$ cat src/verilog/dual_issue_pkg.sv
package dual_issue_pkg;

    localparam int NUM_REGS = 32;

    typedef logic [31:0] word_t;
    typedef logic [4:0]  reg_addr_t;
    typedef logic [4:0]  shamt_t;
    typedef logic [5:0]  opcode_t;
    typedef logic [3:0]  alu_op_t;

    localparam alu_op_t ALU_ADD = 4'd0;
    localparam alu_op_t ALU_SUB = 4'd1;
    localparam alu_op_t ALU_AND = 4'd2;
    localparam alu_op_t ALU_OR  = 4'd3;
    localparam alu_op_t ALU_XOR = 4'd4;
    localparam alu_op_t ALU_SLT = 4'd5;
    localparam alu_op_t ALU_SLL = 4'd6;
    localparam alu_op_t ALU_SRL = 4'd7;
    localparam alu_op_t ALU_LUI = 4'd8;

    localparam opcode_t OP_SPECIAL = 6'h00; // R-type, operation in funct.
    localparam opcode_t OP_ADDIU   = 6'h09;
    localparam opcode_t OP_ANDI    = 6'h0c;
    localparam opcode_t OP_ORI     = 6'h0d;
    localparam opcode_t OP_LUI     = 6'h0f;

    localparam opcode_t FN_SLL  = 6'h00;
    localparam opcode_t FN_SRL  = 6'h02;
    localparam opcode_t FN_ADDU = 6'h21;
    localparam opcode_t FN_SUBU = 6'h23;
    localparam opcode_t FN_AND  = 6'h24;
    localparam opcode_t FN_OR   = 6'h25;
    localparam opcode_t FN_XOR  = 6'h26;
    localparam opcode_t FN_SLT  = 6'h2a;

    typedef struct packed {
        reg_addr_t rs;
        reg_addr_t rt;
        logic      wen;
        reg_addr_t waddr;
        alu_op_t   alu_op;
        logic      use_imm;
        word_t     imm_value; // Already extended to a full word.
        shamt_t    shamt;
    } dec_lane_t;

    typedef struct packed {
        logic      valid;
        logic      wen;
        reg_addr_t waddr;
        alu_op_t   alu_op;
        word_t     a;
        word_t     b;
        shamt_t    shamt;
    } ex_lane_t;

    typedef struct packed {
        logic      valid;
        reg_addr_t waddr;
        word_t     data;
    } wb_t;

    typedef enum logic {
        ISSUE_PAIR,
        ISSUE_SECOND
    } issue_state_e;

endpackage

$ cat src/verilog/alu.sv
module alu (
    input  dual_issue_pkg::ex_lane_t lane,
    output dual_issue_pkg::word_t    result
);

    logic lt;

    assign lt = $signed(lane.a) < $signed(lane.b);

    always_comb begin
        case (lane.alu_op)
            dual_issue_pkg::ALU_ADD: result = lane.a + lane.b;
            dual_issue_pkg::ALU_SUB: result = lane.a - lane.b;
            dual_issue_pkg::ALU_AND: result = lane.a & lane.b;
            dual_issue_pkg::ALU_OR:  result = lane.a | lane.b;
            dual_issue_pkg::ALU_XOR: result = lane.a ^ lane.b;
            dual_issue_pkg::ALU_SLT: result = {31'd0, lt};
            dual_issue_pkg::ALU_SLL: result = lane.b << lane.shamt; // Shifts act on rt.
            dual_issue_pkg::ALU_SRL: result = lane.b >> lane.shamt;
            dual_issue_pkg::ALU_LUI: result = lane.b; // Immediate is already in the upper half.
            default:                 result = '0;
        endcase
    end

endmodule

$ cat config.mk
export PLATFORM = sky130hd
export DESIGN_NAME = alu
export DESIGN_NICKNAME = d
export VERILOG_FILES = /design/src/verilog/dual_issue_pkg.sv /design/src/verilog/alu.sv
export SDC_FILE = /design/constraint.sdc
export NUM_CORES = 1
export LEC_CHECK = 0
export BUFFER_PORTS_ARGS = -buffer_cell sky130_fd_sc_hd__buf_2
export CAP_MARGIN = 20
export CORE_MARGIN = 8
export CORE_UTILIZATION = 50
export DETAILED_ROUTE_END_ITERATION = 10
export GPL_TIMING_DRIVEN = 0
export PLACE_DENSITY = 0.69
export SYNTH_ARGS = -nofsm -noshare
export SYNTH_HDL_FRONTEND = slang
export SYNTH_SLANG_ARGS = --single-unit
$ cat constraint.sdc
create_clock -name vclk -period 4.6
set_clock_uncertainty 0.15 [all_clocks]
set_input_delay 0.92 -clock vclk [all_inputs]
set_output_delay 0.92 -clock vclk [all_outputs]
set_load 0.03 [all_outputs]
Word-level counts from Yosys, hierarchy flattened:

Index checks and enable logic that the tools add are counted.

* logic and storage cells: 18
* bits in read-only memories: 0
* memories kept: 0
* latch bits: 0
* RAM bits: 0
* bits in registers: 0
* bits of input ports: 80
* output and inout bits: 32

* add/sub/neg operators: 2
* magnitude comparators: 1
* divide/modulo/power cells: 0
* mux-type cells: 1
* bitwise logic cells: 3
* equality and inequality tests: 8
* $mul: 0
* shift operators: 2
* reduce and logical (&&, ||, !) cells: 1

Operators by type and width (number)
* $pmux 32 s9: 1
* $add 32x32->32: 1
* $and 32x32->32: 1
* $lt 32x32->1: 1
* $or 32x32->32: 1
* $shl 32x5->32: 1
* $shr 32x5->32: 1
* $sub 32x32->32: 1
* $xor 32x32->32: 1
* $eq 4x3->1 const B: 4
* $eq 4x2->1 const B: 2
* $eq 4x1->1 const B: 1
* $eq 4x4->1 const B: 1
* $logic_not 4->1: 1

Longest topological paths before layout:

* word-level depth: 2
* mapped depth: 13
* mapped depth without buffers: 12

Worst setup path after synthesis:

No wires, ideal clock.

* path type: input-to-output
* start: in lane[37] (netlist name)
* end: out result[30]
* required time: 3530 ps
* setup slack: -172 ps
* stages on the path: 12
* arrival time: 3702 ps
* path buffers: 0
* path through: inv_1 -> ha_1 -> fa_1 -> o21ba_2 -> a2111oi_4 -> o21ai_1 -> a31oi_2 -> o21ai_1 -> o31ai_2 -> a21oi_1 -> o221a_1 -> o21ai_1

* longest elaborated chain between the ends: 2

RTL lines
* start, declared: line alu.sv:2 `input dual_issue_pkg::ex_lane_t lane,`
* $sub 32x32->32 or $add 32x32->32 (tied branches): line alu.sv:13, alu.sv:12
* $pmux 32 s9 (*): line alu.sv:11 `case (lane.alu_op)`
* end, declared: line alu.sv:3 `output dual_issue_pkg::word_t result`

Every way passes the cells marked *; elsewhere a longest branch is shown, timed or not.

Worst setup path after layout:

* start: in lane[15] (netlist name)
* end: out result[20]

* longest elaborated chain between the ends: 2

RTL lines
* $sub 32x32->32 (tied with other cells): line alu.sv:13 `dual_issue_pkg::ALU_SUB: result = lane.a - lane.b;`
* $pmux 32 s9 (*): line alu.sv:11

Marks and branches as above.

==> flow_metrics.tcl <==
set metrics [dict create \
    nFlopsAndLatches 0 \
    clock.fmax_ghz 0.204 \
    yosysTopAreaCellShare_pct 14.1 \
    synthesis.nets 1432 \
    finalPower_mw 1.72 \
    ios 112 \
    die_area_um2 21400 \
    grt_first_pass_wirelength_mm 69.9 \
    hold_viol_final 0 \
    cp-start-kind "input port" \
    vias 12516 \
    syn_area_per_cell_um2 6.77 \
    grt.overflow.total 0 \
    antenna_found_initial 2 \
    fin_ws_ps -310 \
    clkbuf_count 0 \
    final_util_pct 69.8 \
    cts_hold_buf 0 \
    worst_pin_slew_ps 897 \
    violations "DRC, setup timing" \
    wire_per_inst_um 29.9 \
    crit_type "input port to output port" \
    rsz0062_at_grt "true" \
    die_w_um 146 \
    finalMaxSlewViolations 0 \
    crit_required_ps 3530 \
    nets 1604 \
    yosysTopAreaCell "ha_1" \
    ys_seq_area_share_pct 0 \
    setup_viol 20 \
    routabilityCongestion 1.12 \
    n_antenna_cell 0 \
    peakVddDrop_uv 87.1 \
    routed_wl_mm 49.1 \
    drcViolationCount 11 \
    drive_gt1_share_pct 34.9 \
    hp-class "input port to output port" \
    viasPerCell 7.61 \
    io_buffers 98 \
    area_growth_pct 36.4 \
    grt_use_total_pct 41.3 \
    arrival_ps 3840 \
    seq_area_um2 0 \
    start_util_pct 51.2 \
    end_kind "output port" \
    cap_viol_max_count 0 \
    max_slew_margin_pct 39.9 \
    drt_iter0_drc 2097 \
    leakage_nw 4.87 \
    netlist-cell-type-count 86 \
    core_um2 16600 \
    whs_path_depth 6 \
    synthTopCellsByArea "ha_1 14%, mux2i_1 7.4%, a21oi_1 7.0%" \
    syn_area_um2 8490 \
    firstDrtPassIters 11 \
    crit_fanout 7 \
    min_period_ps 4910 \
    synth_cells 1254 \
    status "finished with violations" \
    hpwl_mm 36.4 \
    ys_warn_count 0 \
    grt_pass1_vias 11682 \
    final_antenna_net_count 0 \
    fin_crit_sh_pct 107 \
    grt_max_degree 12 \
    powerDensity_nw_per_um2 149 \
    fp-row-count 47 \
    die_h_um 146 \
]
## metal layers
metal | track usage, % | vias to the layer above | part of all wire (%) | wire (um)
met5 | 0 | - | 0.026 | 13
met2 | 63.0 | 1253 | 41 | 20000
met1 | 51.2 | 5730 | 35 | 17300
met3 | 11.8 | 404 | 15 | 7490
met4 | 23.4 | 2 | 8.6 | 4230
li1 | - | 5127 | - | -
## cells in the mapped netlist (all sizes together), types with 15 or more instances
cell	number
o211ai	18
buf	44
mux2i	63
a21oi	119
a221oi	16
mux4	26
a221o	16
inv	102
nand3	22
clkbuf	58
a211oi	30
o221ai	15
mux2	16
nand2	93
nor2	130
o22ai	21
a21o	18
a22oi	18
o21ai	104
ha	96
nor3	25
## placed cells by master, fill, tap and decap left out, types with 12 or more instances in the layout
| cell type | n |
|---|---|
| o211ai_1 | 18 |
| o22ai_1 | 17 |
| inv_1 | 77 |
| buf_2 | 66 |
| mux2_2 | 16 |
| nand3_1 | 20 |
| a222oi_1 | 14 |
| buf_6 | 37 |
| inv_2 | 12 |
| a211oi_1 | 21 |
| a221o_1 | 14 |
| clkbuf_2 | 26 |
| a22oi_1 | 18 |
| mux2i_1 | 51 |
| ha_1 | 72 |
| nor3_1 | 19 |
| nor2_1 | 120 |
| a21oi_1 | 96 |
| buf_4 | 97 |
| clkbuf_1 | 21 |
| ha_4 | 19 |
| o21ai_0 | 81 |
| mux4_2 | 26 |
| a21o_1 | 18 |
| a21oi_2 | 17 |
| clkbuf_4 | 13 |
| nand2_1 | 88 |
## where the power goes
part	leakage (nW)	switching, mW	total, mW	internal, mW
clock network	0	0	0	0
logic	4.87	1.07	1.72	0.651
registers	0	0	0	0
## through the flow
step	TNS (ps)	setup WS (ps)	instance area, um2	instances	hold WS [ps]
6_report	-1960	-310	11600	1644	2280
4_1_cts	-1090	-298	10600	1600	2300
3_3_place_gp	-23120	-1020	9270	1572	2300
2_1_floorplan	-41.9	-41.9	8510	1254	2090
5_1_grt	-2810	-320	11600	1644	2310
3_5_place_dp	-16640	-1060	9290	1574	2310
## critical path: stages
cell,delay (ps)
buf_8,130
inv_8,80
ha_4,220
or4_4,550
buf_4,160
nor3_4,140
o21ai_4,110
a31oi_4,260
nor2b_2,100
o31a_1,290
a221o_1,330
a221o_2,400
buf_6,150
## final cells by class
type / count / area [um2]
multi-input combinational: 1050 / 8920
fill: 1426 / 5000
timing repair buffer: 178 / 1380
buffer: 94 / 577
inverter: 102 / 435
tap: 220 / 275
## repair_timing
item | CTS | global route
gates resized for setup | 290 | 191
pin swaps | 53 | 81
buffers inserted | 31 | 48
setup endpoints to repair | 32 | 32
## path summary, 6_finish.rpt
kind,slack [ps],end,startpoint
worst max-delay path,-310,result[20],lane[15]
worst min-delay path,2280,result[10],lane[15]
## cells by family (layout without fill, tap and decap cells)
kind of cell / count (synthesis) / count (layout) / synth area share (%)
multiplexers: 105 / 105 / 16.4
AO/OA/AOI/OAI: 495 / 495 / 39.7
XOR/XNOR: 2 / 2 / 0.206
buffers and inverters: 204 / 374 / 9.68
adder cells (fa/ha/maj): 98 / 98 / 14.6
AND/OR/NAND/NOR: 350 / 350 / 19.3
No activity file was read; power rests on OpenSTA's default activity.
