==> src/verilog/dual_issue_pkg.sv <==
package dual_issue_pkg;

    localparam int NUM_REGS = 32;

    typedef logic [31:0] word_t;
    typedef logic [4:0]  reg_addr_t;
    typedef logic [4:0]  shamt_t;
    typedef logic [5:0]  opcode_t;
    typedef logic [3:0]  alu_op_t;

    localparam alu_op_t ALU_ADD = 4'd0;
    localparam alu_op_t ALU_SUB = 4'd1;
    localparam alu_op_t ALU_AND = 4'd2;
    localparam alu_op_t ALU_OR  = 4'd3;
    localparam alu_op_t ALU_XOR = 4'd4;
    localparam alu_op_t ALU_SLT = 4'd5;
    localparam alu_op_t ALU_SLL = 4'd6;
    localparam alu_op_t ALU_SRL = 4'd7;
    localparam alu_op_t ALU_LUI = 4'd8;

    localparam opcode_t OP_SPECIAL = 6'h00; // R-type, operation in funct.
    localparam opcode_t OP_ADDIU   = 6'h09;
    localparam opcode_t OP_ANDI    = 6'h0c;
    localparam opcode_t OP_ORI     = 6'h0d;
    localparam opcode_t OP_LUI     = 6'h0f;

    localparam opcode_t FN_SLL  = 6'h00;
    localparam opcode_t FN_SRL  = 6'h02;
    localparam opcode_t FN_ADDU = 6'h21;
    localparam opcode_t FN_SUBU = 6'h23;
    localparam opcode_t FN_AND  = 6'h24;
    localparam opcode_t FN_OR   = 6'h25;
    localparam opcode_t FN_XOR  = 6'h26;
    localparam opcode_t FN_SLT  = 6'h2a;

    typedef struct packed {
        reg_addr_t rs;
        reg_addr_t rt;
        logic      wen;
        reg_addr_t waddr;
        alu_op_t   alu_op;
        logic      use_imm;
        word_t     imm_value; // Already extended to a full word.
        shamt_t    shamt;
    } dec_lane_t;

    typedef struct packed {
        logic      valid;
        logic      wen;
        reg_addr_t waddr;
        alu_op_t   alu_op;
        word_t     a;
        word_t     b;
        shamt_t    shamt;
    } ex_lane_t;

    typedef struct packed {
        logic      valid;
        reg_addr_t waddr;
        word_t     data;
    } wb_t;

    typedef enum logic {
        ISSUE_PAIR,
        ISSUE_SECOND
    } issue_state_e;

endpackage

==> src/verilog/issue_ctrl.sv <==
module issue_ctrl (
    input  logic                      clk,
    input  logic                      rst,
    input  logic                      in_valid,
    input  logic                      hold,
    input  dual_issue_pkg::dec_lane_t dec_master,
    input  dual_issue_pkg::dec_lane_t dec_slave,
    output logic                      in_ready,
    output logic                      ena,
    output logic                      clear_master,
    output logic                      clear_slave
);

    dual_issue_pkg::issue_state_e state;
    dual_issue_pkg::issue_state_e state_next;
    logic                         dep;

    // The slave reads what the master is about to write.
    assign dep = dec_master.wen &&
                 ((dec_slave.rs == dec_master.waddr) || (dec_slave.rt == dec_master.waddr));

    assign ena = !hold;

    always_comb begin
        state_next   = state;
        in_ready     = 1'b0;
        clear_master = 1'b0;
        clear_slave  = 1'b0;
        if (!hold) begin
            if (!in_valid) begin
                clear_master = 1'b1;
                clear_slave  = 1'b1;
                in_ready     = 1'b1;
            end else if (state == dual_issue_pkg::ISSUE_SECOND) begin
                clear_master = 1'b1; // Master went out last cycle.
                in_ready     = 1'b1;
                state_next   = dual_issue_pkg::ISSUE_PAIR;
            end else if (dep) begin
                clear_slave = 1'b1;
                state_next  = dual_issue_pkg::ISSUE_SECOND;
            end else begin
                in_ready = 1'b1;
            end
        end
    end

    always_ff @(posedge clk) begin
        if (rst) begin
            state <= dual_issue_pkg::ISSUE_PAIR;
        end else begin
            state <= state_next;
        end
    end

endmodule

==> config.mk <==
export PLATFORM = sky130hd
export DESIGN_NAME = issue_ctrl
export DESIGN_NICKNAME = d
export VERILOG_FILES = /design/src/verilog/dual_issue_pkg.sv /design/src/verilog/issue_ctrl.sv
export SDC_FILE = /design/constraint.sdc
export NUM_CORES = 1
export LEC_CHECK = 0
export ABC_AREA = 1
export BUFFER_PORTS_ARGS = -buffer_cell sky130_fd_sc_hd__buf_2
export CORE_MARGIN = 8
export CORE_UTILIZATION = 14
export CTS_CLUSTER_DIAMETER = 60
export CTS_CLUSTER_SIZE = 14
export DETAILED_ROUTE_END_ITERATION = 8
export GPL_TIMING_DRIVEN = 0
export PLACE_DENSITY = 0.8
export SYNTH_ARGS = -nofsm -noshare
export SYNTH_HDL_FRONTEND = slang
export SYNTH_SLANG_ARGS = --single-unit
==> constraint.sdc <==
create_clock -name clk -period 0.95 [get_ports clk]
set_input_delay 0.1425 -clock clk [delete_from_list [all_inputs] [get_ports clk]]
set_output_delay 0.1425 -clock clk [all_outputs]
set_load 0.01 [all_outputs]
# Word-level counts from Yosys, hierarchy flattened
# Cells that the tools add are included.
totals:
  register_bits: 1
  word_cells: 19
  out_inout_bits: 4
  inputBits: 120
classes:
  n_bitwise: 1
  n_eq_ne: 2
  n_reduce_logical: 4
  n_mux: 11
op_table:
  columns: ["cell", "n"]
  rows:
  - ["$mux W1", 11]
  - ["$eq A5 B5 Y1", 2]
  - ["$reduce_and A2 Y1", 1]
  - ["$logic_and A1 B1 Y1", 1]
  - ["$logic_not A1 Y1", 1]
  - ["$logic_or A1 B1 Y1", 1]
  - ["$not A1 Y1", 1]

# Longest topological paths before layout
# Gate-level depths: netlist of the first run.
logic_depth:
  depth_word: 7
  depth_mapped: 9
  ltp_nobuf: 9

# Worst setup path before layout of the first run
# No wires, ideal clock.
synth_path:
  path_kind: "input-to-output"
  start: "in dec_slave[51] in the netlist's numbering"
  end: "out clear_slave"
  cell_stages: 8
  n_path_buf: 0
  t_required_ns: 0.808
  t_arrival_ns: 0.722
  setup_slack_ns: 0.086
  path_cell_list: "inv_1 > nand2_1 > nand2_1 > nor2_1 > nand3_1 > nand2_2 > nand2_2 > a21oi_2"
synth_via:
  elab_chain_cells: 7
synth_rtl:
  columns: ["element", "line_no", "text"]
  rows:
  - ["start, declared", "issue_ctrl.sv:7", "input dual_issue_pkg::dec_lane_t dec_slave,"]
  - ["$eq A5 B5 Y1", "issue_ctrl.sv:20", "((dec_slave.rs == dec_master.waddr) || (dec_slave.rt == dec_master.waddr));"]
  - ["$logic_or A1 B1 Y1", "issue_ctrl.sv:20", null]
  - ["$logic_and A1 B1 Y1", "issue_ctrl.sv:19", "assign dep = dec_master.wen &&"]
  - ["$mux W1", "issue_ctrl.sv:38", "end else if (dep) begin"]
  - ["$mux W1", "issue_ctrl.sv:34", "end else if (state == dual_issue_pkg::ISSUE_SECOND) begin"]
  - ["$mux W1", "issue_ctrl.sv:30", "if (!in_valid) begin"]
  - ["$mux W1", "issue_ctrl.sv:29", "if (!hold) begin"]
  - ["end, declared", "issue_ctrl.sv:11", "output logic clear_slave"]
# No other way between the ends.

# Worst setup path after layout of the first run
layout_path:
  start: "in dec_master[43] in the netlist's numbering"
  end: "out clear_slave"
layout_via:
  elab_chain_cells: 7
  elab_cells_between_ends: 8
  cone_classes: "eq/ne: 2; mux: 4; reduce/logical: 2"
layout_rtl:
  columns: ["element", "line_no", "text"]
  rows:
  - ["start, declared", "issue_ctrl.sv:6", "input dual_issue_pkg::dec_lane_t dec_master,"]
  - ["$eq A5 B5 Y1", "issue_ctrl.sv:20", null]
  - ["$logic_or A1 B1 Y1 *", "issue_ctrl.sv:20", null]
  - ["$logic_and A1 B1 Y1 *", "issue_ctrl.sv:19", null]
  - ["$mux W1 *", "issue_ctrl.sv:38", null]
  - ["$mux W1 *", "issue_ctrl.sv:34", null]
  - ["$mux W1 *", "issue_ctrl.sv:30", null]
  - ["$mux W1 *", "issue_ctrl.sv:29", null]
# Mark *: on every way between the ends. The rest lies on a longest branch, timed or not.

==> results of run 1 <==
Yosys cell counts:
master	instances	area share
nor2_1	10	0.13
dfxtp_1	1	0.071
nand2_1	22	0.29
inv_2	1	0.013
nand2_2	3	0.067
a21oi_2	2	0.063
xnor2_1	2	0.063
o21bai_1	1	0.027
inv_1	16	0.21
nand3_1	3	0.054
per-stage QoR:
step	power, W	instances	instance area, um^2
3_5_place_dp	0.0001978	111	429.2
3_3_place_gp	0.0001956	111	429.2
6_report	0.0002399	112	524.3
5_1_grt	0.0002628	112	524.3
4_1_cts	0.0002094	112	457.9
2_1_floorplan	0.0001261	61	280.3
repair_timing:
item | CTS | global route
setup buffers | 1 | 0
pin swaps | 8 | 14
endpoints found under the hold margin | 0 | 0
setup endpoints to repair | 3 | 3
gates resized for setup | 4 | 20
critical path, delay by kind of cell:
family	cells	cell delay [ns]
buffers and inverters	3	0.25
AO/OA/AOI/OAI	1	0.12
AND/OR/NAND/NOR	6	0.45
final cells by class:
type | count | area [um^2]
fill | 237 | 1398
inverter | 17 | 66.31
multi-input combinational | 43 | 221.5
sequential | 1 | 20.02
tap | 27 | 33.78
timing repair buffer | 24 | 182.7
routing by layer:
layer  share of wire  vias up  wire (um)
met5               0        -          0
met4               0        0          0
met3           0.061        0         57
met2            0.49       13        453
met1            0.45      163        422
li1                -      222          -
kinds of logic (layout without fill, tap and decap cells):
kind of cell / count (synthesis) / in the layout / share of synthesized area
XOR/XNOR: 2 / 2 / 0.06251
AO/OA/AOI/OAI: 3 / 3 / 0.08931
AND/OR/NAND/NOR: 38 / 38 / 0.5491
flip-flops: 1 / 1 / 0.07143
buffers and inverters: 17 / 41 / 0.2277
cell usage in the layout (no fill, tap or decap):
cell and count:
o21bai_1 1, buf_8 1, nand3_1 2, buf_4 1
inv_1 13, nand2_2 8, inv_4 1, buf_2 14
nand3_2 1, dfxtp_1 1, nor2_2 3, buf_6 8
nand2_1 17, nor2_1 7, a21oi_2 2, inv_2 3
xnor2_1 2
path summary, 6_finish.rpt:
path	start	end	slack, ns	depth (start not counted)
hold reg to reg	state	state	0.57	2
setup / recovery	dec_master[43]	clear_slave	-0.16	10
hold / removal	rst	state	0.41	3
setup reg to reg	state	state	0.05	4
power by group:
group          internal [W]  switching, W  total (W)
clock                     0             0          0
sequential        0.0000454    0.00000215  0.0000476
combinational      0.000102     0.0000901   0.000192
total              0.000148     0.0000922   0.000240
==> qor.csv, run 1 <==
metric,value,unit
outcome,"finished, violations left",
failing checks,setup timing,
CP max stage delay,0.14,ns
Synth Area per Inst,4.595,um^2
routing usage on met2,0.06486,
initial antenna violation count,0,
share of cells above drive strength 1,0.4941,
row count,16,
number of global-route vias before repair,321,
register area share after synthesis,0.07143,
I/O pin count,124,
hold_ws,0.4139,ns
number of flip-flops under the largest register name,1,
WL/cell,8.330,um
synthesis-to-layout area growth,87.05,%
Overflow after GRT,0,
setup_tns,-0.3287,ns
Critical Path RT,0.81,ns
RSZ-0062 raised after global routing,true,
"antenna viol nets, final",0,
Max-cap violations,0,
"Net Count, Synth",181,
IO buf count,23,
crit end category,primary output,
Hold Fails Final Rpt,0,
instance count of the mapped netlist,61,
Worst VDD drop,0.1467,mV
most used routing layer,met2,
residual DRC count,0,
fmax,0.9032,GHz
die area,3689,um^2
Syn Std Cell Area,280.3,um^2
biggest regs,state x1,
vias per cell,3.554,
DRT iter0 DRCs,23,
M3 GR Usage,0.006356,
drt pass-1 iters,4,
Ys Warns,0,
clk_lat worst skew,0,ns
Chip Width,60.74,um
max-slew violations,0,
final wirelength,933,um
dpl hpwl,740.7,um
power per cell area,457.6,nW/um^2
"Most flops, register",state,
Leak Pwr,0.3248,nW
Diodes inserted,0,
CP Class,in -> out,
# hold bufs at CTS,0,
final period utilization,1.165,
largest net degree at the start of global routing,5,
CP dominant cell by count,nand2_2,
clock slew at reported path FFs,0,ns
core area,1922,um^2
crit path DAT,0.96,ns
Initial Utilization,0.1458,
gr usage total,0.04184,
Max Fanout on Critical Path,3,
pre-CTS setup slack,-0.2140,ns
via count,398,
CP cell instances,buf_8 > inv_4 > nand2_2 > nand2_2 > nor2_2 > nand3_1 > nand2_2 > nand2_2 > a21oi_2 > buf_2,
die height,60.74,um
Cell variety after synth,10,
global placer's final weighted congestion,0.6770,
Final min period,1.107,ns
Slew @ Worst Pin,0.2077,ns
CP max-delay cell,buf_2,
clk_skew,0,ns
first-pass GRT wire length,1262,um
# setup viols final,3,
nets,207,
min-delay worst type,in -> reg,
met1 Resource Use GR,0.06176,
final worst-path setup slack,-0.1572,ns
#FFs+latches synth,1,
CP startpoint kind,primary input,
headroom to the max-slew limit,0.8610,
"Core Util, Final",0.2728,
Power figures use the tool's default switching activity.
==> run 2, diff against run 1 <==
--- a/config.mk
+++ b/config.mk
@@ -8,12 +8,12 @@
 export ABC_AREA = 1
 export BUFFER_PORTS_ARGS = -buffer_cell sky130_fd_sc_hd__buf_2
 export CORE_MARGIN = 8
-export CORE_UTILIZATION = 14
+export CORE_UTILIZATION = 12
 export CTS_CLUSTER_DIAMETER = 60
 export CTS_CLUSTER_SIZE = 14
 export DETAILED_ROUTE_END_ITERATION = 8
 export GPL_TIMING_DRIVEN = 0
-export PLACE_DENSITY = 0.8
+export PLACE_DENSITY = 0.73
 export SYNTH_ARGS = -nofsm -noshare
 export SYNTH_HDL_FRONTEND = slang
 export SYNTH_SLANG_ARGS = --single-unit
==> constraint.sdc (replaced) <==
create_clock -name clk -period 0.9 [get_ports clk]
set_input_delay 0.135 -clock clk [delete_from_list [all_inputs] [get_ports clk]]
set_output_delay 0.135 -clock clk [all_outputs]
set_load 0.01 [all_outputs]
==> run 2 against run 1 <==
The run still ends with setup timing left. Setup slack worse by 0.010 ns. Cell count is 0.89% higher. Power is 7.4% higher. Clock skew stayed put.
==> qor.csv, run 2 (same netlist as run 1, synthesis figures left out) <==
metric,value,unit,change
I/O pin count,124,,unchanged
reg-to-reg startpoint,state,,unchanged
final period utilization,1.186,,
headroom to the max-slew limit,0.8774,,was 0.8610
"Most flops, register",state,,unchanged
most used routing layer,met2,,unchanged
initial antenna violation count,0,,unchanged
drt pass-1 iters,2,,was 4
CP max stage delay,0.13,ns,was 0.14 ns
hold endpoint,state,,unchanged
Overflow after GRT,0,,unchanged
die height,64.33,um,was 60.74 um
routing usage on met2,0.05839,,was 0.06486
max-slew violations,0,,unchanged
"commonest non-fill, non-tap cell in the layout",nand2_1,,unchanged
final wirelength,889,um,was 933 um
Final Non-Filler Cells,113,,was 112
crit end category,primary output,,unchanged
CP Class,in -> out,,unchanged
clk_lat worst skew,0,ns,about the same
# setup viols final,3,,unchanged
Initial Utilization,0.1267,,was 0.1458
crit path DAT,0.93,ns,was 0.96 ns
clk_skew,0,ns,unchanged
CP max-delay cell,buf_2,,unchanged
HP Start,rst,,unchanged
vias per cell,3.434,,was 3.554
Worst VDD drop,0.1247,mV,was 0.1467 mV
largest net degree at the start of global routing,5,,unchanged
synthesis-to-layout area growth,91.96,%,was 87.05%
nets,207,,unchanged
final worst-path setup slack,-0.1673,ns,was -0.1572 ns
placed cell count,112,,was 111
critical path startpoint,dec_master[43],,unchanged
Final min period,1.067,ns,
CP startpoint kind,primary input,,unchanged
die area,4138,um^2,was 3689 um^2
hold_ws,0.4011,ns,was 0.4139 ns
Hold Fails Final Rpt,0,,unchanged
R2R Path End,state,,unchanged
number of flip-flops under the largest register name,1,,unchanged
first-pass GRT wire length,1366,um,was 1262 um
Diodes inserted,0,,unchanged
Max Fanout on Critical Path,3,,unchanged
dpl hpwl,775.1,um,was 740.7 um
# hold bufs at CTS,0,,unchanged
outcome,"finished, violations left",,unchanged
Chip Width,64.33,um,was 60.74 um
core area,2212,um^2,was 1922 um^2
IO buf count,23,,unchanged
WL/cell,7.867,um,was 8.330 um
Finished Cell Area,538.0,um^2,was 524.3 um^2
"antenna viol nets, final",0,,unchanged
RSZ-0062 raised after global routing,true,,unchanged
Buf/Inv on CP,3,,unchanged
row count,17,,was 16
share of cells above drive strength 1,0.4471,,was 0.4941
min-delay worst type,in -> reg,,unchanged
via count,388,,was 398
r2r setup slk,0.03,ns,was 0.05 ns
fmax,0.9369,GHz,
crit-path leading delay family,simple AND/OR/NAND/NOR gates,,unchanged
M3 GR Usage,0.005226,,was 0.006356
biggest regs,state x1,,unchanged
gr usage total,0.03695,,was 0.04184
Leak Pwr,0.3323,nW,was 0.3248 nW
power per cell area,479.0,nW/um^2,was 457.6 nW/um^2
most frequent cells in the layout,"nand2_1, inv_1, buf_6, buf_2, nor2_1",,"was nand2_1, buf_2, inv_1, nand2_2, buf_6"
global placer's final weighted congestion,0.6116,,was 0.6770
number of global-route vias before repair,352,,was 321
failing checks,setup timing,,unchanged
residual DRC count,0,,unchanged
WHS Path Cells,3,,unchanged
Max-cap violations,0,,unchanged
CP cell instances,buf_8 > inv_2 > nand2_1 > nand2_1 > nor2_2 > nand3_1 > nand2_2 > nand2_2 > a21oi_2 > buf_2,,was buf_8 > inv_4 > nand2_2 > nand2_2 > nor2_2 > nand3_1 > nand2_2 > nand2_2 > a21oi_2 > buf_2
met1 Resource Use GR,0.05413,,was 0.06176
Critical Path RT,0.76,ns,was 0.81 ns
Slew @ Worst Pin,0.1832,ns,was 0.2077 ns
clock slew at reported path FFs,0,ns,about the same
Placement Cell Area,430.4,um^2,was 429.2 um^2
DRT iter0 DRCs,7,,was 23
R2R cell count,4,,unchanged
[run 2: changes by cell type in the layout (fill, tap and decap cells not counted)]
cell	before	now
nor2_2	3	2
nand2_2	8	6
nand3_2	1	0
buf_4	1	2
nor2_1	7	8
nand2_1	17	19
buf_8	1	2
buf_2	14	10
nand3_1	2	3
buf_6	8	10
[run 2: worst max-delay path by stage]
stage | endpoint | slack (ns) | cells after the start
global placement | in_ready | -0.24 | 11
floorplan | clear_slave | 0.05 | 8
detailed placement | clear_slave | -0.25 | 9
global route | clear_slave | -0.25 | 10
finish | clear_slave | -0.17 | 10
CTS | clear_slave | -0.23 | 9
[run 2: through the flow]
stage	total power (W)	util	setup WS, ns	setup TNS, ns
detailed placement	0.0002096	0.1946	-0.2457	-0.5280
global route	0.0002830	0.2432	-0.2478	-0.6555
floorplan	0.0001331	-	0.05061	0
finish	0.0002577	0.2432	-0.1673	-0.4177
global placement	0.0002074	0.1946	-0.2402	-0.4956
CTS	0.0002240	0.2070	-0.2340	-0.4489
[run 2: power breakdown]
| part | internal (W) | total [W] | leakage [nW] | switching (W) |
|---|---|---|---|---|
| Clock | 0 | 0 | 0 | 0 |
| Sequential | 0.0000479 | 0.0000500 | 0.00822 | 0.00000206 |
| Combinational | 0.000117 | 0.000208 | 0.324 | 0.0000905 |
| Total | 0.000165 | 0.000258 | 0.332 | 0.0000925 |
[run 2: area by class of cell]
type,count,area [um^2]
Inverter,17,66.31
Fill cell,269,1674
Sequential cell,1,20.02
Multi-Input combinational cell,43,209.0
Timing Repair Buffer,24,207.7
Tap cell,28,35.03
[run 2: repair_timing]
action                                  4_1_cts  5_1_grt
endpoints found under the setup margin        3        3
pin swaps                                     6       16
gates resized for setup                       6       20
setup buffers                                 0        1
[run 2: worst register-to-register path: stages (launching register included)]
cell and delay (ns):
dfxtp_1 0.30, nor2_1 0.18, nand2_2 0.09, buf_4 0.14
a21oi_2 0.09
[run 2: metal layers]
layer / vias up / wire [um]
met4: 0 / 0
met5: - / 0
met3: 0 / 61
li1: 221 / -
met1: 153 / 425
met2: 14 / 402
