## config.mk

```make
export PLATFORM = sky130hd
export DESIGN_NAME = inst_decoder
export DESIGN_NICKNAME = d
export VERILOG_FILES = /design/src/verilog/dual_issue_pkg.sv /design/src/verilog/inst_decoder.sv
export SDC_FILE = /design/constraint.sdc
export NUM_CORES = 1
export LEC_CHECK = 0
export BUFFER_PORTS_ARGS = -buffer_cell sky130_fd_sc_hd__buf_2
export CORE_UTILIZATION = 30
export DETAILED_ROUTE_END_ITERATION = 6
export PLACE_DENSITY = 0.75
export SLEW_MARGIN = 0
export SYNTH_ARGS = -nofsm -noshare
export SYNTH_HDL_FRONTEND = slang
export SYNTH_SLANG_ARGS = --single-unit
export TNS_END_PERCENT = 1
```

## constraint.sdc

```tcl
create_clock -name vclk -period 1.8
set_input_delay 0.27 -clock vclk [all_inputs]
set_output_delay 0.27 -clock vclk [all_outputs]
set_load 0.1 [all_outputs]
```

## src/verilog/dual_issue_pkg.sv

```systemverilog
package dual_issue_pkg;

    localparam int NUM_REGS = 32;

    typedef logic [31:0] word_t;
    typedef logic [4:0]  reg_addr_t;
    typedef logic [4:0]  shamt_t;
    typedef logic [5:0]  opcode_t;
    typedef logic [3:0]  alu_op_t;

    localparam alu_op_t ALU_ADD = 4'd0;
    localparam alu_op_t ALU_SUB = 4'd1;
    localparam alu_op_t ALU_AND = 4'd2;
    localparam alu_op_t ALU_OR  = 4'd3;
    localparam alu_op_t ALU_XOR = 4'd4;
    localparam alu_op_t ALU_SLT = 4'd5;
    localparam alu_op_t ALU_SLL = 4'd6;
    localparam alu_op_t ALU_SRL = 4'd7;
    localparam alu_op_t ALU_LUI = 4'd8;

    localparam opcode_t OP_SPECIAL = 6'h00; // R-type, operation in funct.
    localparam opcode_t OP_ADDIU   = 6'h09;
    localparam opcode_t OP_ANDI    = 6'h0c;
    localparam opcode_t OP_ORI     = 6'h0d;
    localparam opcode_t OP_LUI     = 6'h0f;

    localparam opcode_t FN_SLL  = 6'h00;
    localparam opcode_t FN_SRL  = 6'h02;
    localparam opcode_t FN_ADDU = 6'h21;
    localparam opcode_t FN_SUBU = 6'h23;
    localparam opcode_t FN_AND  = 6'h24;
    localparam opcode_t FN_OR   = 6'h25;
    localparam opcode_t FN_XOR  = 6'h26;
    localparam opcode_t FN_SLT  = 6'h2a;

    typedef struct packed {
        reg_addr_t rs;
        reg_addr_t rt;
        logic      wen;
        reg_addr_t waddr;
        alu_op_t   alu_op;
        logic      use_imm;
        word_t     imm_value; // Already extended to a full word.
        shamt_t    shamt;
    } dec_lane_t;

    typedef struct packed {
        logic      valid;
        logic      wen;
        reg_addr_t waddr;
        alu_op_t   alu_op;
        word_t     a;
        word_t     b;
        shamt_t    shamt;
    } ex_lane_t;

    typedef struct packed {
        logic      valid;
        reg_addr_t waddr;
        word_t     data;
    } wb_t;

    typedef enum logic {
        ISSUE_PAIR,
        ISSUE_SECOND
    } issue_state_e;

endpackage

```

## src/verilog/inst_decoder.sv

```systemverilog
module inst_decoder (
    input  dual_issue_pkg::word_t     inst,
    output dual_issue_pkg::dec_lane_t dec
);

    dual_issue_pkg::opcode_t opcode;
    dual_issue_pkg::opcode_t funct;
    logic [15:0]             imm;
    logic                    known;

    assign opcode = inst[31:26];
    assign funct  = inst[5:0];
    assign imm    = inst[15:0];

    always_comb begin
        dec       = '0;
        known     = 1'b1;
        dec.rs    = inst[25:21];
        dec.rt    = inst[20:16];
        dec.waddr = inst[20:16]; // I-type writes rt.
        case (opcode)
            dual_issue_pkg::OP_SPECIAL: begin
                dec.waddr = inst[15:11];
                dec.shamt = inst[10:6];
                case (funct)
                    dual_issue_pkg::FN_ADDU: dec.alu_op = dual_issue_pkg::ALU_ADD;
                    dual_issue_pkg::FN_SUBU: dec.alu_op = dual_issue_pkg::ALU_SUB;
                    dual_issue_pkg::FN_AND:  dec.alu_op = dual_issue_pkg::ALU_AND;
                    dual_issue_pkg::FN_OR:   dec.alu_op = dual_issue_pkg::ALU_OR;
                    dual_issue_pkg::FN_XOR:  dec.alu_op = dual_issue_pkg::ALU_XOR;
                    dual_issue_pkg::FN_SLT:  dec.alu_op = dual_issue_pkg::ALU_SLT;
                    dual_issue_pkg::FN_SLL:  dec.alu_op = dual_issue_pkg::ALU_SLL;
                    dual_issue_pkg::FN_SRL:  dec.alu_op = dual_issue_pkg::ALU_SRL;
                    default:                 known = 1'b0;
                endcase
            end
            dual_issue_pkg::OP_ADDIU: begin
                dec.alu_op    = dual_issue_pkg::ALU_ADD;
                dec.use_imm   = 1'b1;
                dec.imm_value = {{16{imm[15]}}, imm};
            end
            dual_issue_pkg::OP_ANDI: begin
                dec.alu_op    = dual_issue_pkg::ALU_AND;
                dec.use_imm   = 1'b1;
                dec.imm_value = {16'h0000, imm};
            end
            dual_issue_pkg::OP_ORI: begin
                dec.alu_op    = dual_issue_pkg::ALU_OR;
                dec.use_imm   = 1'b1;
                dec.imm_value = {16'h0000, imm};
            end
            dual_issue_pkg::OP_LUI: begin
                dec.alu_op    = dual_issue_pkg::ALU_LUI;
                dec.use_imm   = 1'b1;
                dec.imm_value = {imm, 16'h0000};
            end
            default: known = 1'b0;
        endcase
        if (!known) begin
            dec = '0; // A full NOP, so it never looks like a dependency.
        end
        dec.wen = known && (dec.waddr != '0);
    end

endmodule

```

==> flow_results.org, run 1 <==
** Global route
- Entering global routing, the biggest net connects 18 pins.
- The initial antenna violation count came to 0.

** Synth
- When the netlist entered floorplanning its net count stood at 142.
- The synthesized netlist devotes 1.09% of its cell area to adder and majority cells.
- Post-Synth Simple-Gate Area :: 37.9%
- After synthesis, the largest family of logic cells by area is compound AO/OA/AOI/OAI gates.
- Count of warnings emitted by yosys :: 0
- Sequential fraction of the synthesis area :: 0%
- Number of distinct library cells after synthesis :: 39
- Post-synthesis share of cell area spent on xor and xnor gates :: 1.92%
- Summing the areas of all compound-gate instances in the mapped netlist gives 45.4% of the synthesized area.
- Avg Cell Area, Syn :: 8.31 um^2
- Cell area after technology mapping :: 915 um^2
- The cell count after synthesis came out at 110.
- Mux share of post-synthesis cell area :: 0%

** Floorplan
- Die Height :: 57.2 um
- Once the floorplan was initialized, standard cells occupied 32.3% of the core.
- I/O pin total :: 90
- Overall die width :: 57.2 um
- # rows :: 19

** Status
- Last stage reached :: global routing
- Stop Error :: [ERROR DPL-0033] detailed placement checks failed during check placement.
- The flow did not finish.

** Timing
- After the last repair the worst path ends at a top-level output.
- When the global-route repair_timing finished, the worst setup path ended at dec[47].

** Clock tree
- Cts-stage hold buffer count :: 0

** Place
- The wire-length estimate of the detail-placed layout is 4050 um.
- Count of buffers from port buffering :: 90
- The congestion estimate from routability-driven global placement came to 0.757.
- In this run the cell area measured after placement is 2490 um^2.
==> repair_timing <==
item,4_1_cts
hold endpoints to repair,0
pin swaps,19
buffers inserted,5
setup endpoints to repair,55
gates resized for setup,49
==> synthesized netlist by cell type, drive strengths merged <==
library cell	count	area [um^2]
inv	4	15.0
and2	22	139
a21o	15	114
nor4	4	46.3
o41ai	1	27.5
xor2	2	17.5
a211oi	2	15.0
nand3	6	30.0
maj3	1	10.0
nor4bb	1	25.0
a31oi	2	12.5
a22oi	1	12.5
o211a	1	10.0
o21ai	1	5.00
nor3	6	51.3
clkbuf	1	3.75
o311a	1	21.3
buf	12	106
and4	1	11.3
nor2	2	7.51
o31ai	2	15.0
nand4b	1	8.76
o21a	1	7.51
a21boi	10	105
o311ai	1	26.3
or3	1	11.3
nand2	1	3.75
and3	2	12.5
a22o	5	43.8
==> cells by family after synthesis <==
kind of cell,Yosys count
AOI/OAI and AO/OA,43
xor gates and xnor gates,2
adders and majority gates,1
buffers and inverters,17
and+or+nand+nor,47
==> stage by stage <==
step	instances	setup TNS, ns	setup WS [ns]
floorplan	110	-19.41	-0.592
global placement	247	-5.78	-0.176
detailed placement	247	-8.18	-0.259
CTS	252	-2.87	-0.155
==> inputs of run 2 (changes only) <==
--- a/config.mk
+++ b/config.mk
@@ -6,9 +6,9 @@
 export NUM_CORES = 1
 export LEC_CHECK = 0
 export BUFFER_PORTS_ARGS = -buffer_cell sky130_fd_sc_hd__buf_2
-export CORE_UTILIZATION = 30
+export CORE_UTILIZATION = 20
 export DETAILED_ROUTE_END_ITERATION = 6
-export PLACE_DENSITY = 0.75
+export PLACE_DENSITY_LB_ADDON = 0.15
 export SLEW_MARGIN = 0
 export SYNTH_ARGS = -nofsm -noshare
 export SYNTH_HDL_FRONTEND = slang
==> flow_results.org, run 2 <==
** Layout
- Of the cells placed in the final design, the portion with a size suffix greater than 1 is 81.4%.
- Final design area excluding fillers :: 2660 um^2
- Number of nets at the end of the flow :: 254
- Area of the multi-input gates :: 931 um^2
- FFs & Latches :: 0
- Once layout is complete, the utilization of the core stands at 60.6%.
- CLK BUF :: 0
- Number of antenna repair diodes :: 0
- Most frequent standard cell in the layout excluding fill and tap cells :: sky130_fd_sc_hd__buf_12
- Layout fillers :: 369
- Most frequent cells in the layout :: sky130_fd_sc_hd__buf_12, sky130_fd_sc_hd__buf_4, sky130_fd_sc_hd__buf_2
- Summing all flip-flop and latch instances after layout gives 0 um^2.
- Post-synthesis to final-layout area growth :: 191%

** Place
- Count of buffers from port buffering :: 90
- Detailed Place HPWL :: 3500 um
- Routability Congestion :: 0.754
- Before CTS, the worst setup slack after placement is -0.173 ns.
- In this run the cell area measured after placement is 2550 um^2.

** Pwr
- Relative contribution of the clock network to total power :: 0%
- Power density over the cells :: 161 nW/um^2
- Internal power comes to 177 uW.
- In this run the power spent charging and discharging nets is 250 uW.
- Of the total power, combinational logic draws 100.0%.
- Per report_power, the sequential group accounts for 0% of the total.
- Largest vdd supply drop :: 0.0622 mV
- Sw Share :: 58.7%
- P_leak :: 0.00124 uW

** Clock tree
- For this design, the CTS-stage hold fixing added 0 buffers.

** Worst setup path
- Setup Crit Path Kind :: in2out
- STA classifies the critical path startpoint as a primary input.
- Critical Path AT :: 1.67 ns
- In this run the worst path has a maximum fanout of 4.
- The worst setup path is captured at an output pin.
- For the worst setup path, the data required time is 1.53 ns.

** Synth
- Cell area after technology mapping :: 915 um^2
- Most area-consuming cells after synthesis :: sky130_fd_sc_hd__and2_1, sky130_fd_sc_hd__a21o_1, sky130_fd_sc_hd__a21boi_2, sky130_fd_sc_hd__a22o_1, sky130_fd_sc_hd__buf_4
- Synthesis instantiated 39 different standard cells from the library.
- sky130_fd_sc_hd__and2_1 is the most common cell in the netlist.
- The Yosys step of the flow raised 0 warnings.
- Dividing the synthesized area by the synthesized cell count gives 8.31 um^2.
- Counting every instance in the synthesized netlist gives 110.
- Biggest area consumer among synthesized cells :: sky130_fd_sc_hd__and2_1
- Sequential fraction of the synthesis area :: 0%
- Post-synth top cells :: sky130_fd_sc_hd__and2_1, sky130_fd_sc_hd__a21o_1, sky130_fd_sc_hd__a21boi_2
- Area share of the largest cell type after synthesis :: 14.4%
- Counting every net in the synthesized netlist gives 142.

** Flow run
- Across the run, the number of max-cap violations was 0.

** Detailed routing
- In the routed design, unresolved DRC markers number 0.
- After detailed routing, the total wire length is 4050 um.
- Vias post-DR :: 1278
- Number of routed nets with antenna violations :: 0
- In this run, the number of DRC markers left after iteration 0 of detailed routing was 37.
- First-pass iteration count of the detailed router :: 4
- In the final routed layout, each cell accounts on average for 14.9 um.
- Using the TritonRoute via totals, the vias-per-cell ratio works out to 4.70.

** Global route
- The via count of the first global-routing pass is 1313.
- The first global-routing pass estimated 6630 um of wire.
- Global routing consumed, over all layers together, 16.4% of the routing resources.
- Number of antenna violations at the first check in global routing :: 0
- Entering global routing, the biggest net connects 18 pins.
- Total global routing overflow :: 0

** Status
- Failing checks :: negative setup slack
- The flow ran to the end, but the final reports show violations.

** Timing
- Maximum clock frequency :: 515 MHz
- The smallest clock period supported by the final layout is computed as 1.94 ns.
- Final clock period utilization by the worst path :: 108%
- In this run the tightest slew margin relative to its limit is 72.2%.
- The tightest hold path in the finished design has a slack of 0.936 ns.
- The number of endpoints with negative hold slack in the final report came to 0.
- Number of failing setup endpoints in the final timing report :: 30
- Least setup slack across all paths after layout :: -0.143 ns
- The max-slew violation total from the final report came to 0.
- Actual transition at the worst max-transition pin :: 0.415 ns
- Unrepaired setup endpoints after global routing :: yes

** Floorplan
- Area enclosed by the die boundary :: 4850 um^2
- Once the floorplan was initialized, standard cells occupied 20.9% of the core.
- The region available for standard cell placement spans 4380 um^2.
- In this run the vertical extent of the chip is 69.6 um.
- The die is 69.6 um wide.
- # rows :: 24
- I/O pin total :: 90

** Worst hold path
- Hold Path Class :: in2out
-- run 2: cell counts after synthesis --
Identical to the previous run, type by type.
-- run 2: power groups by stage --
stage / clock network [uW] / logic, uW / registers (uW)
final: 0 / 427 / 0
after global routing: 0 / 448 / 0
after CTS: 0 / 426 / 0
after detailed placement: 0 / 411 / 0
after global placement: 0 / 407 / 0
after floorplan: 0 / 236 / 0
-- run 2: cell families (layout without fill, tap and decap cells) --
| family | after synthesis | count (layout) | share of synthesized area (%) |
|---|---|---|---|
| buffers and inverters | 17 | 127 | 13.7 |
| adder cells (fa/ha/maj) | 1 | 1 | 1.09 |
| XOR/XNOR | 2 | 2 | 1.92 |
| AND/OR/NAND/NOR | 47 | 47 | 37.9 |
| AO/OA/AOI/OAI | 43 | 43 | 45.4 |
-- run 2: layout make-up --
class	count	area share [%]
multi-input combinational	93	35.0
timing repair buffer	123	61.8
inverter	4	0.706
tap	52	2.45
-- run 2: critical path: stages --
cell	delay [ns]
sky130_fd_sc_hd__buf_2	0.14
sky130_fd_sc_hd__or3_4	0.36
sky130_fd_sc_hd__o41ai_4	0.30
sky130_fd_sc_hd__nand3_1	0.15
sky130_fd_sc_hd__a22o_4	0.29
sky130_fd_sc_hd__buf_12	0.16
-- run 2: timing repair --
action	CTS	global route
resized for setup	31	4
setup buffers	0	0
pin swaps	6	14
endpoints found under the setup margin	55	57
-- run 2: worst paths after layout --
path,from,slack (ns),to,depth (start not counted)
worst max-delay path,inst[27],-0.14,dec[47],6
worst min-delay path,inst[25],0.94,dec[57],3
-- run 2: metal layers --
metal | up-vias | track usage, % | wire (um)
met4 | 0 | 0 | 0
met3 | 0 | 4.36 | 334
met2 | 45 | 29.7 | 2100
li1 | 628 | - | -
met5 | - | 0 | 0
met1 | 605 | 20.8 | 1610
-- run 2: per-stage QoR --
step / total power, uW / cells / setup TNS (ns)
4_1_cts: 426 / 272 / -2.16
3_5_place_dp: 411 / 272 / -5.01
5_1_grt: 448 / 272 / -5.02
2_1_floorplan: 236 / 110 / -19.41
6_report: 427 / 272 / -1.87
3_3_place_gp: 407 / 272 / -4.60
Note: power is estimated with default switching activity, not from simulation.
==> inputs of run 3 (changes only) <==
--- a/config.mk
+++ b/config.mk
@@ -5,9 +5,11 @@
 export SDC_FILE = /design/constraint.sdc
 export NUM_CORES = 1
 export LEC_CHECK = 0
+export ABC_AREA = 1
 export BUFFER_PORTS_ARGS = -buffer_cell sky130_fd_sc_hd__buf_2
-export CORE_UTILIZATION = 20
+export CORE_AREA = 2 2 63 65
 export DETAILED_ROUTE_END_ITERATION = 6
+export DIE_AREA = 0 0 65 67
 export PLACE_DENSITY_LB_ADDON = 0.15
 export SLEW_MARGIN = 0
 export SYNTH_ARGS = -nofsm -noshare
==> flow_results.org, run 3 <==
** Global route
- The via count of the first global-routing pass came to 1342.
- First-pass GRT wire length :: 5980 um
- Entering global routing, the biggest net connects 16 pins.
- Total global routing overflow :: 0
- Total global routing track utilization :: 16.9%
- Number of antenna violations at the first check in global routing :: 0

** Pwr
- Sw Share :: 63.4%
- Across the VDD grid, the largest voltage drop is 0.101 mV.
- In this run, the clock network consumes 0% of the power.
- Combinational share of power :: 100.0%
- Power density over the cells :: 165 nW/um^2
- P_int :: 170 uW
- In this run the power spent charging and discharging nets is 295 uW.
- After layout, the design draws a total of 465 uW.
- In this run, flip-flops and latches consume 0% of the power.
- P_leak :: 0.00129 uW

** Worst setup path
- The worst setup path is launched from a primary input.
- CP max stage cell :: sky130_fd_sc_hd__nor3_4
- Cells traversed along the worst timing path :: buf_2 -> inv_2 -> nand2_2 -> nor3_4 -> nand2_1 -> nand2_2 -> nor2_4 -> clkbuf_16 -> a21oi_4 -> buf_12
- STA puts the critical path data required time at 1.53 ns.
- Setup Crit Path Kind :: in2out
- The largest single stage delay on the critical path is 0.20 ns.
- Critical path's most frequent cell :: sky130_fd_sc_hd__nand2_2
- Highest net fanout along the worst path :: 6
- Type of element capturing the critical path :: output pin
- Critical Path AT :: 1.59 ns

** Clock tree
- Post-CTS Setup Repair Bufs :: 0
- After clock tree synthesis, the flow added hold-fix buffers numbering 0.

** Layout
- Number of nets at the end of the flow :: 286
- The layout has 0 clock buffers.
- The number of antenna diodes in the final layout is 0.
- Most frequent cells in the layout :: sky130_fd_sc_hd__buf_12, sky130_fd_sc_hd__buf_2, sky130_fd_sc_hd__inv_1
- The count of cells in the finished layout, fillers not included, comes to 300.
- The layout has 244 filler cells.
- Cells with a size suffix above 1 make up 75.0% of the layout.
- Most frequent standard cell in the layout excluding fill and tap cells :: sky130_fd_sc_hd__buf_12
- Area of the multi-input gates :: 1010 um^2
- FFs & Latches :: 0
- From synthesis to final layout, the design area changed by 304%.
- Register area :: 0 um^2

** Synth
- Biggest area consumer among synthesized cells :: sky130_fd_sc_hd__inv_1
- Post-synthesis share of cell area spent on xor and xnor gates :: 0%
- Mux share of post-synthesis cell area :: 0%
- The netlist uses 21 different library cells.
- Avg Cell Area, Syn :: 4.93 um^2
- After synthesis, the largest family of logic cells by area is simple AND/OR/NAND/NOR gates.
- Post-Synth Simple-Gate Area :: 40.1%
- The synthesized netlist occupies a cell area of 699 um^2.
- Of the total synthesized cell area, the portion taken by full adders, half adders and majority gates is 0%.
- Count of warnings emitted by yosys :: 0
- Sequential cells were found to cover 0% of the synthesized design area.
- Area share of the largest cell type after synthesis :: 16.1%
- Library cell with the highest instance count after synthesis :: sky130_fd_sc_hd__inv_1
- Cell count after synthesis :: 142
- Fraction of the mapped netlist area in compound gates :: 35.2%
- Post-synthesis net count :: 174
- After synthesis, the cell types taking the most area are sky130_fd_sc_hd__inv_1, sky130_fd_sc_hd__nor2_1, sky130_fd_sc_hd__o21ai_0, sky130_fd_sc_hd__o21ai_1, sky130_fd_sc_hd__nand2_1.
- After synthesis, the most frequently instantiated cells are sky130_fd_sc_hd__inv_1, sky130_fd_sc_hd__nor2_1, sky130_fd_sc_hd__nand2_1.

** Place
- Routability Congestion :: 0.847
- Detailed Place HPWL :: 3210 um
- Input and output buffers added on the ports amount to 90.
- Post-Place Cells :: 299

** Floorplan
- The floorplan step defined a die boundary enclosing 4360 um^2.
- The core region is 3610 um^2.
- For this configuration, the core starts out at a cell density of 19.4%.
- I/O pin total :: 90
- # rows :: 22
- The floorplan step set the die height to 67 um.
- Measured along the x axis, the die boundary spans 65 um.

** Flow run
- Number of max-cap violations :: 0

** Timing
- Final count of hold timing violations :: 0
- Final Max Tran Viols :: 0
- Setup total negative slack on the finished layout was measured at -0.397 ns.
- Setup repair after global routing could not meet its margin everywhere.
- Post-layout minimum cycle time :: 1.86 ns
- Number of failing setup endpoints in the final timing report :: 18
- Final clock period utilization by the worst path :: 103%
- In the post-route analysis, the smallest setup slack over all paths is -0.0565 ns.
- Actual transition at the worst max-transition pin :: 0.374 ns
- Normalized max-slew margin :: 74.8%
- Static timing analysis puts the maximum clock frequency at 539 MHz.

** Worst hold path
- In this run the most critical hold path is launched from inst[25].
- The worst hold path belongs to the class in2out.
- Hold Path End :: dec[57]
- Depth of the worst hold-timing path :: 3

** Detailed routing
- Number of routed nets with antenna violations :: 0
- The routed layout has 1337 vias.
- Number of design-rule violations left by the first detailed-router iteration :: 34
- After detailed routing, the average wire length per cell comes to 13.2 um.
- Vias per std cell :: 4.46
- DRC violations left :: 0
- Summed over all layers, the routed wires come to 3970 um.
- First-pass iteration count of the detailed router :: 4

** Status
- The final reports fail on negative setup slack.
- The flow ran to the end, but the final reports show violations.
-- run 3: cell count changes after synthesis, moves of 12 or more --
| cell | change |
|---|---|
| sky130_fd_sc_hd__inv_1 | +26 |
| sky130_fd_sc_hd__nor2_1 | +24 |
| sky130_fd_sc_hd__and2_1 | -21 |
| sky130_fd_sc_hd__a21o_1 | -14 |
| sky130_fd_sc_hd__nand2_1 | +14 |
| sky130_fd_sc_hd__o21ai_1 | +12 |
-- run 3: how the worst max path moves through the flow --
stage	startpoint	slack, ns	to
after floorplan	inst[31]	-1.32	dec[43]
after CTS	inst[27]	-0.01	dec[45]
after global routing	inst[30]	-0.13	dec[24]
final	inst[27]	-0.06	dec[50]
after detailed placement	inst[31]	-0.08	dec[36]
after global placement	inst[31]	-0.08	dec[36]
-- run 3: layout make-up --
cell class	instances	area share, %
inverters	33	4.38
multi-input cells	102	35.9
repair buffers	117	57.6
well taps	48	2.13
-- run 3: power groups by stage --
stage	clock network (uW)	registers, uW	logic [uW]
after floorplan	0	0	247
after global placement	0	0	421
after detailed placement	0	0	426
after CTS	0	0	433
after global routing	0	0	487
final	0	0	465
-- run 3: metrics by stage --
| step | hold slack, ns | util, % | area [um^2] | worst slack, ns |
|---|---|---|---|---|
| 5_1_grt | 0.943 | 78.3 | 2830 | -0.129 |
| 4_1_cts | 0.936 | 72.3 | 2610 | -0.0105 |
| 6_report | 0.935 | 78.3 | 2830 | -0.0565 |
| 2_1_floorplan | 0.732 | - | 956 | -1.32 |
| 3_3_place_gp | 0.928 | 71.2 | 2570 | -0.0841 |
| 3_5_place_dp | 0.932 | 71.2 | 2570 | -0.0841 |
-- run 3: timing repair --
| action | 4_1_cts | 5_1_grt |
|---|---|---|
| pin swaps | 3 | 5 |
| cloned | 0 | 1 |
| setup endpoints to repair | 51 | 49 |
| gates resized for setup | 11 | 50 |
-- run 3: metal layers --
metal	GRT usage [%]	vias to the layer above	wire, um
met4	0	0	14
met1	20.3	614	1340
li1	-	671	-
met3	3.89	2	310
met5	0	-	0
met2	32.1	50	2300
-- run 3: kinds of logic after synthesis --
family                 Yosys count
buffers and inverters           40
AOI/OAI and AO/OA               41
and+or+nand+nor                 61
-- run 3: critical path, delay by kind of cell --
family                 cells  cell delay [ns]
buffers and inverters      4             0.57
AOI/OAI and AO/OA          1             0.17
and+or+nand+nor            5             0.56
